## src/alu_pkg.sv

```systemverilog
package alu_pkg;

	typedef logic [31:0] word_t;	// Operand, result, HI and LO
	typedef logic [4:0]  shamt_t;	// Shift amount

	localparam int SHAMT_LSB    = 6;	// Immediate shamt position inside b
	localparam int MULDIV_STEPS = 32;	// One step per bit

	// Encoding of the ALU control field
	typedef enum logic [4:0] {
		OP_AND    = 5'b00000,
		OP_OR     = 5'b00001,
		OP_XOR    = 5'b00010,
		OP_ADDU   = 5'b00011,
		OP_SUBU   = 5'b00100,
		OP_SLTU   = 5'b00101,
		OP_SLT    = 5'b00110,
		OP_MULTU  = 5'b00111,
		OP_MULT   = 5'b01000,
		OP_SLL    = 5'b01001,
		OP_SLLV   = 5'b01010,
		OP_SRA    = 5'b01011,
		OP_SRL    = 5'b01100,
		OP_SRAV   = 5'b01101,
		OP_SRLV   = 5'b01110,
		OP_DIV    = 5'b01111,
		OP_DIVU   = 5'b10000,
		OP_MFHI   = 5'b10001,
		OP_MFLO   = 5'b10010,
		OP_BLTZ   = 5'b10011,
		OP_BLTZAL = 5'b10100,
		OP_BGTZ   = 5'b10101,
		OP_BEQZ   = 5'b10110,
		OP_BNEZ   = 5'b10111,
		OP_LUI    = 5'b11000,
		OP_JR     = 5'b11001
	} alu_op_t;

	typedef enum logic [1:0] {HS_IDLE, HS_BUSY, HS_WAIT_DROP} hs_state_t;

	typedef enum logic [1:0] {MD_IDLE, MD_RUN, MD_FIX_SIGN, MD_DONE} md_state_t;

	function automatic logic is_muldiv(input alu_op_t op);
		return (op == OP_MULTU) || (op == OP_MULT) || (op == OP_DIV) || (op == OP_DIVU);
	endfunction

endpackage

```

## src/op_capture.sv

```systemverilog
`timescale 1ns/1ps

module op_capture import alu_pkg::*; (
	input  logic    clk,
	input  logic    rst_n,
	input  logic    in_req,
	input  alu_op_t in_op,
	input  word_t   in_a,
	input  word_t   in_b,
	output logic    in_ack,
	input  logic    free,
	output logic    start,
	output alu_op_t op,
	output word_t   a,
	output word_t   b
);

	hs_state_t state;
	logic      free_q;	// Previous free for edge detect
	logic      result_back;	// Last result fully handed off
	logic      accept;

	assign accept = (state == HS_IDLE) && in_req && free && result_back;

	always_ff @(posedge clk) begin
		if (!rst_n) begin
			state       <= HS_IDLE;
			in_ack      <= 1'b0;
			start       <= 1'b0;
			free_q      <= 1'b1;
			result_back <= 1'b1;
		end else begin
			start  <= 1'b0;	// Single cycle pulse
			free_q <= free;
			if (free && !free_q)
				result_back <= 1'b1;	// Output handshake finished
			case (state)
				HS_IDLE: begin
					if (accept) begin
						in_ack      <= 1'b1;
						start       <= 1'b1;
						result_back <= 1'b0;
						state       <= HS_WAIT_DROP;
					end
				end
				HS_WAIT_DROP: begin
					if (!in_req) begin	// Source released request
						in_ack <= 1'b0;
						state  <= HS_BUSY;
					end
				end
				HS_BUSY: begin
					if (result_back)
						state <= HS_IDLE;
				end
				default: state <= HS_IDLE;
			endcase
		end
	end

	always_ff @(posedge clk) begin
		if (accept) begin	// Operands held until next accept
			op <= in_op;
			a  <= in_a;
			b  <= in_b;
		end
	end

endmodule

```

## src/alu_core.sv

```systemverilog
`timescale 1ns/1ps

module alu_core import alu_pkg::*; (
	input  logic    clk,
	input  logic    rst_n,
	input  logic    start,
	input  alu_op_t op,
	input  word_t   a,
	input  word_t   b,
	input  word_t   hi,
	input  word_t   lo,
	input  logic    md_done,
	output logic    res_valid,
	output word_t   res_y,
	output logic    res_zero
);

	word_t  alu_y;
	shamt_t sh_imm;
	shamt_t sh_var;
	logic   md_pend;	// Waiting on the mul/div unit

	assign sh_imm = b[SHAMT_LSB +: 5];	// shamt field of the instruction
	assign sh_var = b[4:0];

	always_comb begin
		alu_y = '0;
		case (op)
			OP_AND:  alu_y = a & b;
			OP_OR:   alu_y = a | b;
			OP_XOR:  alu_y = a ^ b;
			OP_ADDU: alu_y = a + b;
			OP_SUBU: alu_y = a - b;
			OP_SLTU: alu_y = {31'b0, a < b};
			OP_SLT:  alu_y = {31'b0, $signed(a) < $signed(b)};
			OP_SLL:  alu_y = a << sh_imm;
			OP_SLLV: alu_y = a << sh_var;
			OP_SRA:  alu_y = $signed(a) >>> sh_imm;	// Sign fill
			OP_SRL:  alu_y = a >> sh_imm;
			OP_SRAV: alu_y = $signed(a) >>> sh_var;
			OP_SRLV: alu_y = a >> sh_var;
			OP_MFHI: alu_y = hi;
			OP_MFLO: alu_y = lo;

			// Branch tests give 0 when taken
			OP_BLTZ,
			OP_BLTZAL: alu_y = ($signed(a) < 0) ? 32'd0 : 32'd1;
			OP_BGTZ:   alu_y = ($signed(a) > 0) ? 32'd0 : 32'd1;
			OP_BEQZ:   alu_y = (a == '0) ? 32'd0 : 32'd1;
			OP_BNEZ:   alu_y = (a != '0) ? 32'd0 : 32'd1;

			OP_LUI:  alu_y = b << 16;
			OP_JR:   alu_y = a;	// Target passes straight through
			default: alu_y = '0;	// Mul/div result comes from lo
		endcase
	end

	always_ff @(posedge clk) begin
		if (!rst_n) begin
			res_valid <= 1'b0;
			md_pend   <= 1'b0;
		end else begin
			res_valid <= 1'b0;
			if (start) begin
				if (is_muldiv(op))
					md_pend <= 1'b1;
				else
					res_valid <= 1'b1;
			end else if (md_pend && md_done) begin
				md_pend   <= 1'b0;
				res_valid <= 1'b1;	// New LO is the result
			end
		end
	end

	always_ff @(posedge clk) begin
		if (start && !is_muldiv(op)) begin
			res_y    <= alu_y;
			res_zero <= (alu_y == '0);
		end else if (md_pend && md_done) begin
			res_y    <= lo;
			res_zero <= (lo == '0);
		end
	end

endmodule

```

## src/muldiv_unit.sv

```systemverilog
`timescale 1ns/1ps

module muldiv_unit import alu_pkg::*; (
	input  logic    clk,
	input  logic    rst_n,
	input  logic    start,
	input  alu_op_t op,
	input  word_t   a,
	input  word_t   b,
	output word_t   hi,
	output word_t   lo,
	output logic    md_done
);

	md_state_t   state;
	logic [5:0]  step_cnt;
	logic        md_start;
	logic        is_signed;
	logic        is_mul;
	word_t       mag_a;
	word_t       mag_b;

	word_t       acc_hi;	// Partial product or remainder
	word_t       acc_lo;	// Multiplier or quotient bits
	word_t       opnd;	// Multiplicand or divisor
	logic        mode_mul;
	logic        neg_q;	// Negate product or quotient
	logic        neg_r;	// Negate remainder

	logic [32:0] mul_sum;
	logic [32:0] div_shift;
	logic [32:0] div_diff;
	logic        div_ge;
	word_t       div_rem;
	logic [63:0] prod_fix;

	assign md_start  = start && is_muldiv(op) && (state == MD_IDLE);
	assign is_signed = (op == OP_MULT) || (op == OP_DIV);
	assign is_mul    = (op == OP_MULT) || (op == OP_MULTU);
	assign mag_a     = (is_signed && a[31]) ? -a : a;
	assign mag_b     = (is_signed && b[31]) ? -b : b;
	assign md_done   = (state == MD_DONE);

	always_comb begin
		mul_sum   = {1'b0, acc_hi} + (acc_lo[0] ? {1'b0, opnd} : 33'd0);
		div_shift = {acc_hi, acc_lo[31]};
		div_diff  = div_shift - {1'b0, opnd};
		div_ge    = (div_shift >= {1'b0, opnd});	// Restoring step
		div_rem   = div_ge ? div_diff[31:0] : div_shift[31:0];
		prod_fix  = neg_q ? -{acc_hi, acc_lo} : {acc_hi, acc_lo};
	end

	always_ff @(posedge clk) begin
		if (!rst_n) begin
			state    <= MD_IDLE;
			step_cnt <= '0;
			hi       <= '0;
			lo       <= '0;
		end else begin
			case (state)
				MD_IDLE: begin
					if (md_start) begin
						step_cnt <= '0;
						state    <= MD_RUN;
					end
				end
				MD_RUN: begin
					step_cnt <= step_cnt + 6'd1;
					if (step_cnt == 6'(MULDIV_STEPS - 1))
						state <= MD_FIX_SIGN;
				end
				MD_FIX_SIGN: begin
					if (mode_mul) begin
						hi <= prod_fix[63:32];
						lo <= prod_fix[31:0];
					end else begin
						hi <= neg_r ? -acc_hi : acc_hi;	// Sign of dividend
						lo <= neg_q ? -acc_lo : acc_lo;
					end
					state <= MD_DONE;
				end
				MD_DONE: state <= MD_IDLE;
				default: state <= MD_IDLE;
			endcase
		end
	end

	always_ff @(posedge clk) begin
		if (md_start) begin
			mode_mul <= is_mul;
			// Divide by zero keeps an unsigned all-ones quotient
			neg_q    <= is_signed && (a[31] ^ b[31]) && (is_mul || b != '0);
			neg_r    <= is_signed && a[31];
			acc_hi   <= '0;
			acc_lo   <= is_mul ? mag_b : mag_a;
			opnd     <= is_mul ? mag_a : mag_b;
		end else if (state == MD_RUN) begin
			if (mode_mul) begin
				{acc_hi, acc_lo} <= {mul_sum, acc_lo[31:1]};
			end else begin
				acc_hi <= div_rem;
				acc_lo <= {acc_lo[30:0], div_ge};	// Shift in quotient bit
			end
		end
	end

endmodule

```

## src/result_sender.sv

```systemverilog
`timescale 1ns/1ps

module result_sender import alu_pkg::*; (
	input  logic  clk,
	input  logic  rst_n,
	input  logic  res_valid,
	input  word_t res_y,
	input  logic  res_zero,
	output logic  out_req,
	output word_t out_y,
	output logic  out_zero,
	input  logic  out_ack,
	output logic  free
);

	hs_state_t state;

	assign out_req = (state == HS_BUSY);
	assign free    = (state == HS_IDLE);	// Ready for the next result

	always_ff @(posedge clk) begin
		if (!rst_n) begin
			state <= HS_IDLE;
		end else begin
			case (state)
				HS_IDLE: begin
					if (res_valid)
						state <= HS_BUSY;
				end
				HS_BUSY: begin
					if (out_ack)	// Sink took the data
						state <= HS_WAIT_DROP;
				end
				HS_WAIT_DROP: begin
					if (!out_ack)
						state <= HS_IDLE;
				end
				default: state <= HS_IDLE;
			endcase
		end
	end

	// Data stays put for the whole handshake
	always_ff @(posedge clk) begin
		if (state == HS_IDLE && res_valid) begin
			out_y    <= res_y;
			out_zero <= res_zero;
		end
	end

endmodule

```

## src/exec_unit.sv

```systemverilog
`timescale 1ns/1ps

module exec_unit import alu_pkg::*; (
	input  logic    clk,
	input  logic    rst_n,
	input  logic    in_req,
	input  alu_op_t in_op,
	input  word_t   in_a,
	input  word_t   in_b,
	output logic    in_ack,
	output logic    out_req,
	output word_t   out_y,
	output logic    out_zero,
	input  logic    out_ack
);

	logic    start;
	alu_op_t op;
	word_t   a;
	word_t   b;
	word_t   hi;
	word_t   lo;
	logic    md_done;
	logic    res_valid;
	word_t   res_y;
	logic    res_zero;
	logic    free;

	op_capture u_capture (
		.clk(clk), .rst_n(rst_n), .in_req(in_req), .in_op(in_op), .in_a(in_a),
		.in_b(in_b), .in_ack(in_ack), .free(free), .start(start), .op(op), .a(a), .b(b)
	);

	alu_core u_alu (
		.clk(clk), .rst_n(rst_n), .start(start), .op(op), .a(a), .b(b), .hi(hi), .lo(lo),
		.md_done(md_done), .res_valid(res_valid), .res_y(res_y), .res_zero(res_zero)
	);

	muldiv_unit u_muldiv (
		.clk(clk), .rst_n(rst_n), .start(start), .op(op), .a(a), .b(b),
		.hi(hi), .lo(lo), .md_done(md_done)
	);

	result_sender u_sender (
		.clk(clk), .rst_n(rst_n), .res_valid(res_valid), .res_y(res_y),
		.res_zero(res_zero), .out_req(out_req), .out_y(out_y), .out_zero(out_zero),
		.out_ack(out_ack), .free(free)
	);

endmodule

```

## config.mk

```make
export PLATFORM = sky130hd
export DESIGN_NAME = exec_unit
export DESIGN_NICKNAME = d
export VERILOG_FILES = /design/src/alu_pkg.sv /design/src/op_capture.sv /design/src/alu_core.sv /design/src/muldiv_unit.sv /design/src/result_sender.sv /design/src/exec_unit.sv
export SDC_FILE = /design/constraint.sdc
export NUM_CORES = 2
export LEC_CHECK = 0
export BUFFER_PORTS_ARGS = -buffer_cell sky130_fd_sc_hd__buf_2
export CORE_ASPECT_RATIO = 1.75
export CORE_MARGIN = 1
export CORE_UTILIZATION = 40
export DETAILED_ROUTE_END_ITERATION = 10
export PLACE_DENSITY_LB_ADDON = 0.25
export SETUP_SLACK_MARGIN = 0.3
export SLEW_MARGIN = 10
export SYNTH_ARGS = -nofsm -noshare
export SYNTH_HDL_FRONTEND = slang
export SYNTH_SLANG_ARGS = --single-unit
```

## constraint.sdc

```tcl
create_clock -name clk -period 8.3 [get_ports clk]
set_input_delay 1.245 -clock clk [delete_from_list [all_inputs] [get_ports clk]]
set_output_delay 1.245 -clock clk [all_outputs]
set_load 0.05 [all_outputs]
```

==> impl_metrics.py, run 1 <==
metrics = {
    "status": {
        "status": "did not finish",
        "lastStage": "global routing (5_1_grt)",
        "stop_error": "[ERROR GRT-0116] Global routing finished with congestion. Check the congestion regions in the DRC Viewer.",
    },
    "cts": {
        "cts_setup_buffers": 0,
        "numCtsBuffers": 37,
        "clk_path_buf_depth": 3,
        "ctsHoldBuffers": 0,
        "cts_resized": 0,
        "cts_sinks": 316,
        "clock_tree.root_cell": "clkbuf_16",
        "cts_max_level": 2,
    },
    "logic_synthesis": {
        "synth.distinct_cells": 105,
        "synth_ff_type": "edfxtp_1",
        "synthCells": 4118,
        "yosys_warnings": 0,
        "ys_seq_area_frac": 0.2571,
        "postSynthAreaPerCell_um2": 7.886,
        "synthArstFlopShare": 0,
        "synth_seq_cells": 316,
        "syn-num-nets": 4368,
        "synth_edf_count": 202,
        "syn_area_mm2": 0.03247,
    },
    "floorplan": {
        "num_rows": 137,
        "die_w_um": 217.4,
        "start_util": 0.4057,
        "fp.dieH_um": 378.9,
        "num_io_pins": 108,
    },
    "grt": {
        "grt_max_degree": 80,
        "grt_pass1_wl_mm": 304.9,
        "first_global_vias": 39020,
        "overflow": 1,
        "grt_use_total": 0.5297,
    },
    "placed_design": {
        "routabilityCongestion": 1.155,
        "numPortBuffers": 107,
        "dpl.hpwl_mm": 167.9,
        "post_dp_cell_area_mm2": 0.03442,
    },
}
[stage by stage]
step                setup WS (ns)  std cells
floorplan                   1.354       4118
global placement            1.529       5123
detailed placement          1.582       5126
CTS                         1.530       5193
[cells by family after synthesis]
logic type / Yosys count / synth area share
buf+inv: 484 / 0.06018
mux: 163 / 0.05321
xor+xnor: 174 / 0.04693
flops: 316 / 0.2571
compound gates: 1434 / 0.3099
fa+ha+maj: 177 / 0.06912
simple gates: 1370 / 0.2036
[layer usage]
metal / overflow / global-route usage
met4: 1 / 0.6242
met1: 0 / 0.4984
met3: 0 / 0.1551
met2: 0 / 0.8591
met5: 0 / 0
[cells in the mapped netlist, types with 18 or more instances]
cell	instances	area, um2
a211oi_1	139	1044
a21o_1	57	427.9
a21oi_1	302	1511
a221oi_1	51	446.7
a222oi_1	22	220.2
a22oi_1	100	750.7
a311oi_1	53	464.2
a31oi_1	41	256.5
and2_1	23	143.9
and3_1	36	225.2
buf_1	32	120.1
buf_2	52	260.3
clkbuf_1	218	818.3
dfxtp_1	114	2282
edfxtp_1	202	6066
ha_1	173	2165
inv_1	157	589.3
mux2_2	27	304.0
mux2i_1	131	1311
nand2_1	504	1892
nand2b_1	105	656.9
nand3_1	86	430.4
nand4_1	28	175.2
nor2_1	262	983.4
nor2b_1	40	250.2
nor3_1	104	520.5
nor4_1	47	294.0
o211a_1	56	560.5
o211ai_1	66	495.5
o21a_1	21	157.7
o21ai_0	220	1101
o221ai_1	19	166.4
o22ai_1	32	200.2
o31ai_1	36	270.3
or2_2	22	137.6
or3_1	39	244.0
or4_1	18	135.1
xnor2_1	107	937.2
xor2_1	67	586.8
==> run 2: changes to the inputs <==
--- a/config.mk
+++ b/config.mk
@@ -6,12 +6,10 @@
 export NUM_CORES = 2
 export LEC_CHECK = 0
 export BUFFER_PORTS_ARGS = -buffer_cell sky130_fd_sc_hd__buf_2
-export CORE_ASPECT_RATIO = 1.75
 export CORE_MARGIN = 1
-export CORE_UTILIZATION = 40
+export CORE_UTILIZATION = 25
 export DETAILED_ROUTE_END_ITERATION = 10
-export PLACE_DENSITY_LB_ADDON = 0.25
-export SETUP_SLACK_MARGIN = 0.3
+export PLACE_DENSITY_LB_ADDON = 0.15
 export SLEW_MARGIN = 10
 export SYNTH_ARGS = -nofsm -noshare
 export SYNTH_HDL_FRONTEND = slang
==> run 2 against run 1 <==
- the run now ends clean
- synthesized area did not move
- synthesized cell count did not move
==> impl_metrics.py, run 2 <==
metrics = {
    "logic_synthesis": {
        "synth_seq_cells": 316,
        "synthArstFlopShare": 0,
        "synth.distinct_cells": 105,
        "yosys_warnings": 0,
        "synth_common_cells": "nand2_1 (504), a21oi_1 (302), nor2_1 (262), o21ai_0 (220), clkbuf_1 (218)",
        "yosysMostFrequentCell": "nand2_1",
        "synthCells": 4118,
        "synth_ff_type": "edfxtp_1",
        "ys_seq_area_frac": 0.2571,
        "synth_edf_count": 202,
        "yosysTopAreaCell": "edfxtp_1",
        "ys_top_cells_by_area": "edfxtp_1 (19%), dfxtp_1 (7.0%), ha_1 (6.7%)",
        "postSynthAreaPerCell_um2": 7.886,
        "synth_top_area_frac": 0.1868,
        "syn-num-nets": 4368,
        "syn_area_mm2": 0.03247,
    },
    "setup_path": {
        "reg2reg_slack_ns": 1.90,
        "required_ns": 8.81,
        "start_kind": "flip-flop",
        "critPathMaxFanout": 51,
        "crit_type": "flip-flop to flip-flop",
        "end_kind": "flip-flop",
        "cp.arrival_ns": 6.91,
    },
    "power": {
        "p_per_area_mw_per_mm2": 239.2,
        "total_power_mw": 8.780,
        "ir_worst_vdd_v": 0.0001530,
        "cellLeakagePower_nw": 14.22,
    },
    "cts": {
        "clock_latency_ns": 0.67,
        "clock_tree.root_cell": "clkbuf_16",
        "cts_sinks": 316,
        "numCtsBuffers": 44,
        "cts_tree": "done",
        "cts_setup_buffers": 0,
        "clk_path_buf_depth": 3,
        "cts_max_level": 2,
        "clkTransAtPathRegs_ns": 0.06,
        "cts_resized": 0,
        "ctsHoldBuffers": 0,
    },
    "timing": {
        "rsz0062_at_grt": "no",
        "layout_min_cycle_time_ns": 6.396,
        "fmax_mhz": 156.3,
        "relSlewSlack": 0.09819,
        "setup_tns_ns": 0,
        "holdWs_ns": 0.4174,
        "skew_ns": 0.05116,
        "drv_slew": 0,
        "post-route-period-util": 0.7706,
        "tightest_slew_ns": 1.344,
        "finalHoldViolCount": 0,
        "setup_viol": 0,
    },
    "grt": {
        "grt_use_total": 0.2988,
        "antenna_found_initial": 16,
        "first_global_vias": 33880,
        "grt_pass1_wl_mm": 279.2,
        "grt_max_degree": 87,
        "overflow": 0,
    },
    "floorplan": {
        "die_w_um": 362.4,
        "num_io_pins": 108,
        "start_util": 0.2534,
        "core-area_mm2": 0.1282,
        "num_rows": 131,
        "fp.dieH_um": 362.4,
        "die-area_mm2": 0.1313,
    },
    "placed_design": {
        "routabilityCongestion": 1.052,
        "numPortBuffers": 107,
        "dpl.hpwl_mm": 156.8,
    },
    "drt": {
        "wire_per_inst_um": 34.39,
        "firstDrtPassIters": 8,
        "vias": 35280,
        "vias_per_cell": 6.009,
        "drt-total-wl_mm": 201.9,
        "final_antenna_net_count": 0,
        "dr.first_iter.drc_count": 4262,
        "drc": 0,
    },
    "finish": {
        "syn2layout_area_growth_pct": 13.00,
        "final_layout_size_suffix_gt1_frac": 0.1092,
        "diodes": 0,
        "layout_commonest_cell": "nand2_1",
        "layout_common_cells": "nand2_1 (503), a21oi_1 (301), nor2_1 (260)",
        "final_nets": 4355,
    },
    "worst_hold_path": {
        "min_path_type": "flip-flop to flip-flop",
    },
    "run": {
        "cap_violations": 0,
    },
    "status": {
        "status": "complete, no violations",
    },
}
-- run 2: worst paths after layout --
| kind | startpoint | to | cells past startpoint |
|---|---|---|---|
| max reg2reg | u_capture.op[4] | u_alu.res_zero | 13 |
| min | u_alu.res_y[10] | u_sender.out_y[10] | 0 |
| max | u_capture.op[4] | u_alu.res_zero | 13 |
| min reg2reg | u_alu.res_y[10] | u_sender.out_y[10] | 0 |
-- run 2: cell type report --
class                   count  area (um2)
repair buffers            260        1694
fillers                 14030       91480
clock inverters            36       508.0
clock buffers              46        1109
multi-input cells        3318       22260
inverters                 165       620.6
well taps                1729        2163
flip-flops and latches    316        8348
-- run 2: power by group --
group | switching, mW | total (mW) | internal [mW]
clock network | 0.906 | 2.21 | 1.30
registers | 0.433 | 2.39 | 1.95
logic | 2.79 | 4.19 | 1.39
-- run 2: through the flow --
stage / cell area [um2] / setup slack [ns] / util / cells
final: 36700 / 1.904 / 0.2863 / 5870
after global routing: 36700 / 1.671 / 0.2863 / 5870
after CTS: 36700 / 1.980 / 0.2863 / 5870
after detailed placement: 35080 / 2.030 / 0.2737 / 5788
after global placement: 35060 / 2.143 / 0.2735 / 5786
after floorplan: 32470 / 1.354 / - / 4118
-- run 2: cells by family (layout without fill, tap and decap cells) --
| group | count (synthesis) | after routing | share of synthesized area |
|---|---|---|---|
| compound gates | 1434 | 1434 | 0.3099 |
| fa+ha+maj | 177 | 177 | 0.06912 |
| simple gates | 1370 | 1370 | 0.2036 |
| mux | 163 | 163 | 0.05321 |
| buf+inv | 484 | 507 | 0.06018 |
| xor+xnor | 174 | 174 | 0.04693 |
| flops | 316 | 316 | 0.2571 |
-- run 2: critical path, stage by stage, from the launching register on --
cell and delay (ns):
edfxtp_1 1.04, or3b_2 0.66, buf_4 0.65, nor3_2 0.24, nor2_1 0.71, mux2i_1 0.17
a2bb2oi_1 0.56, mux2i_1 0.31, a221oi_1 0.57, o21ai_0 0.37, nor4b_1 0.36, and4_1 0.33
nand4_1 0.10, o21ai_1 0.13
-- run 2: routing by layer --
metal  routed length [um]  up-vias  share of wire  track usage
li1                     -    15570              -            -
met1                83420    17400           0.41       0.3779
met5                   66        -        0.00033            0
met4                13830       10          0.069       0.1751
met2                89750     1766           0.44       0.4764
met3                14830      532          0.073      0.05069
Power figures use the tool's default switching activity.
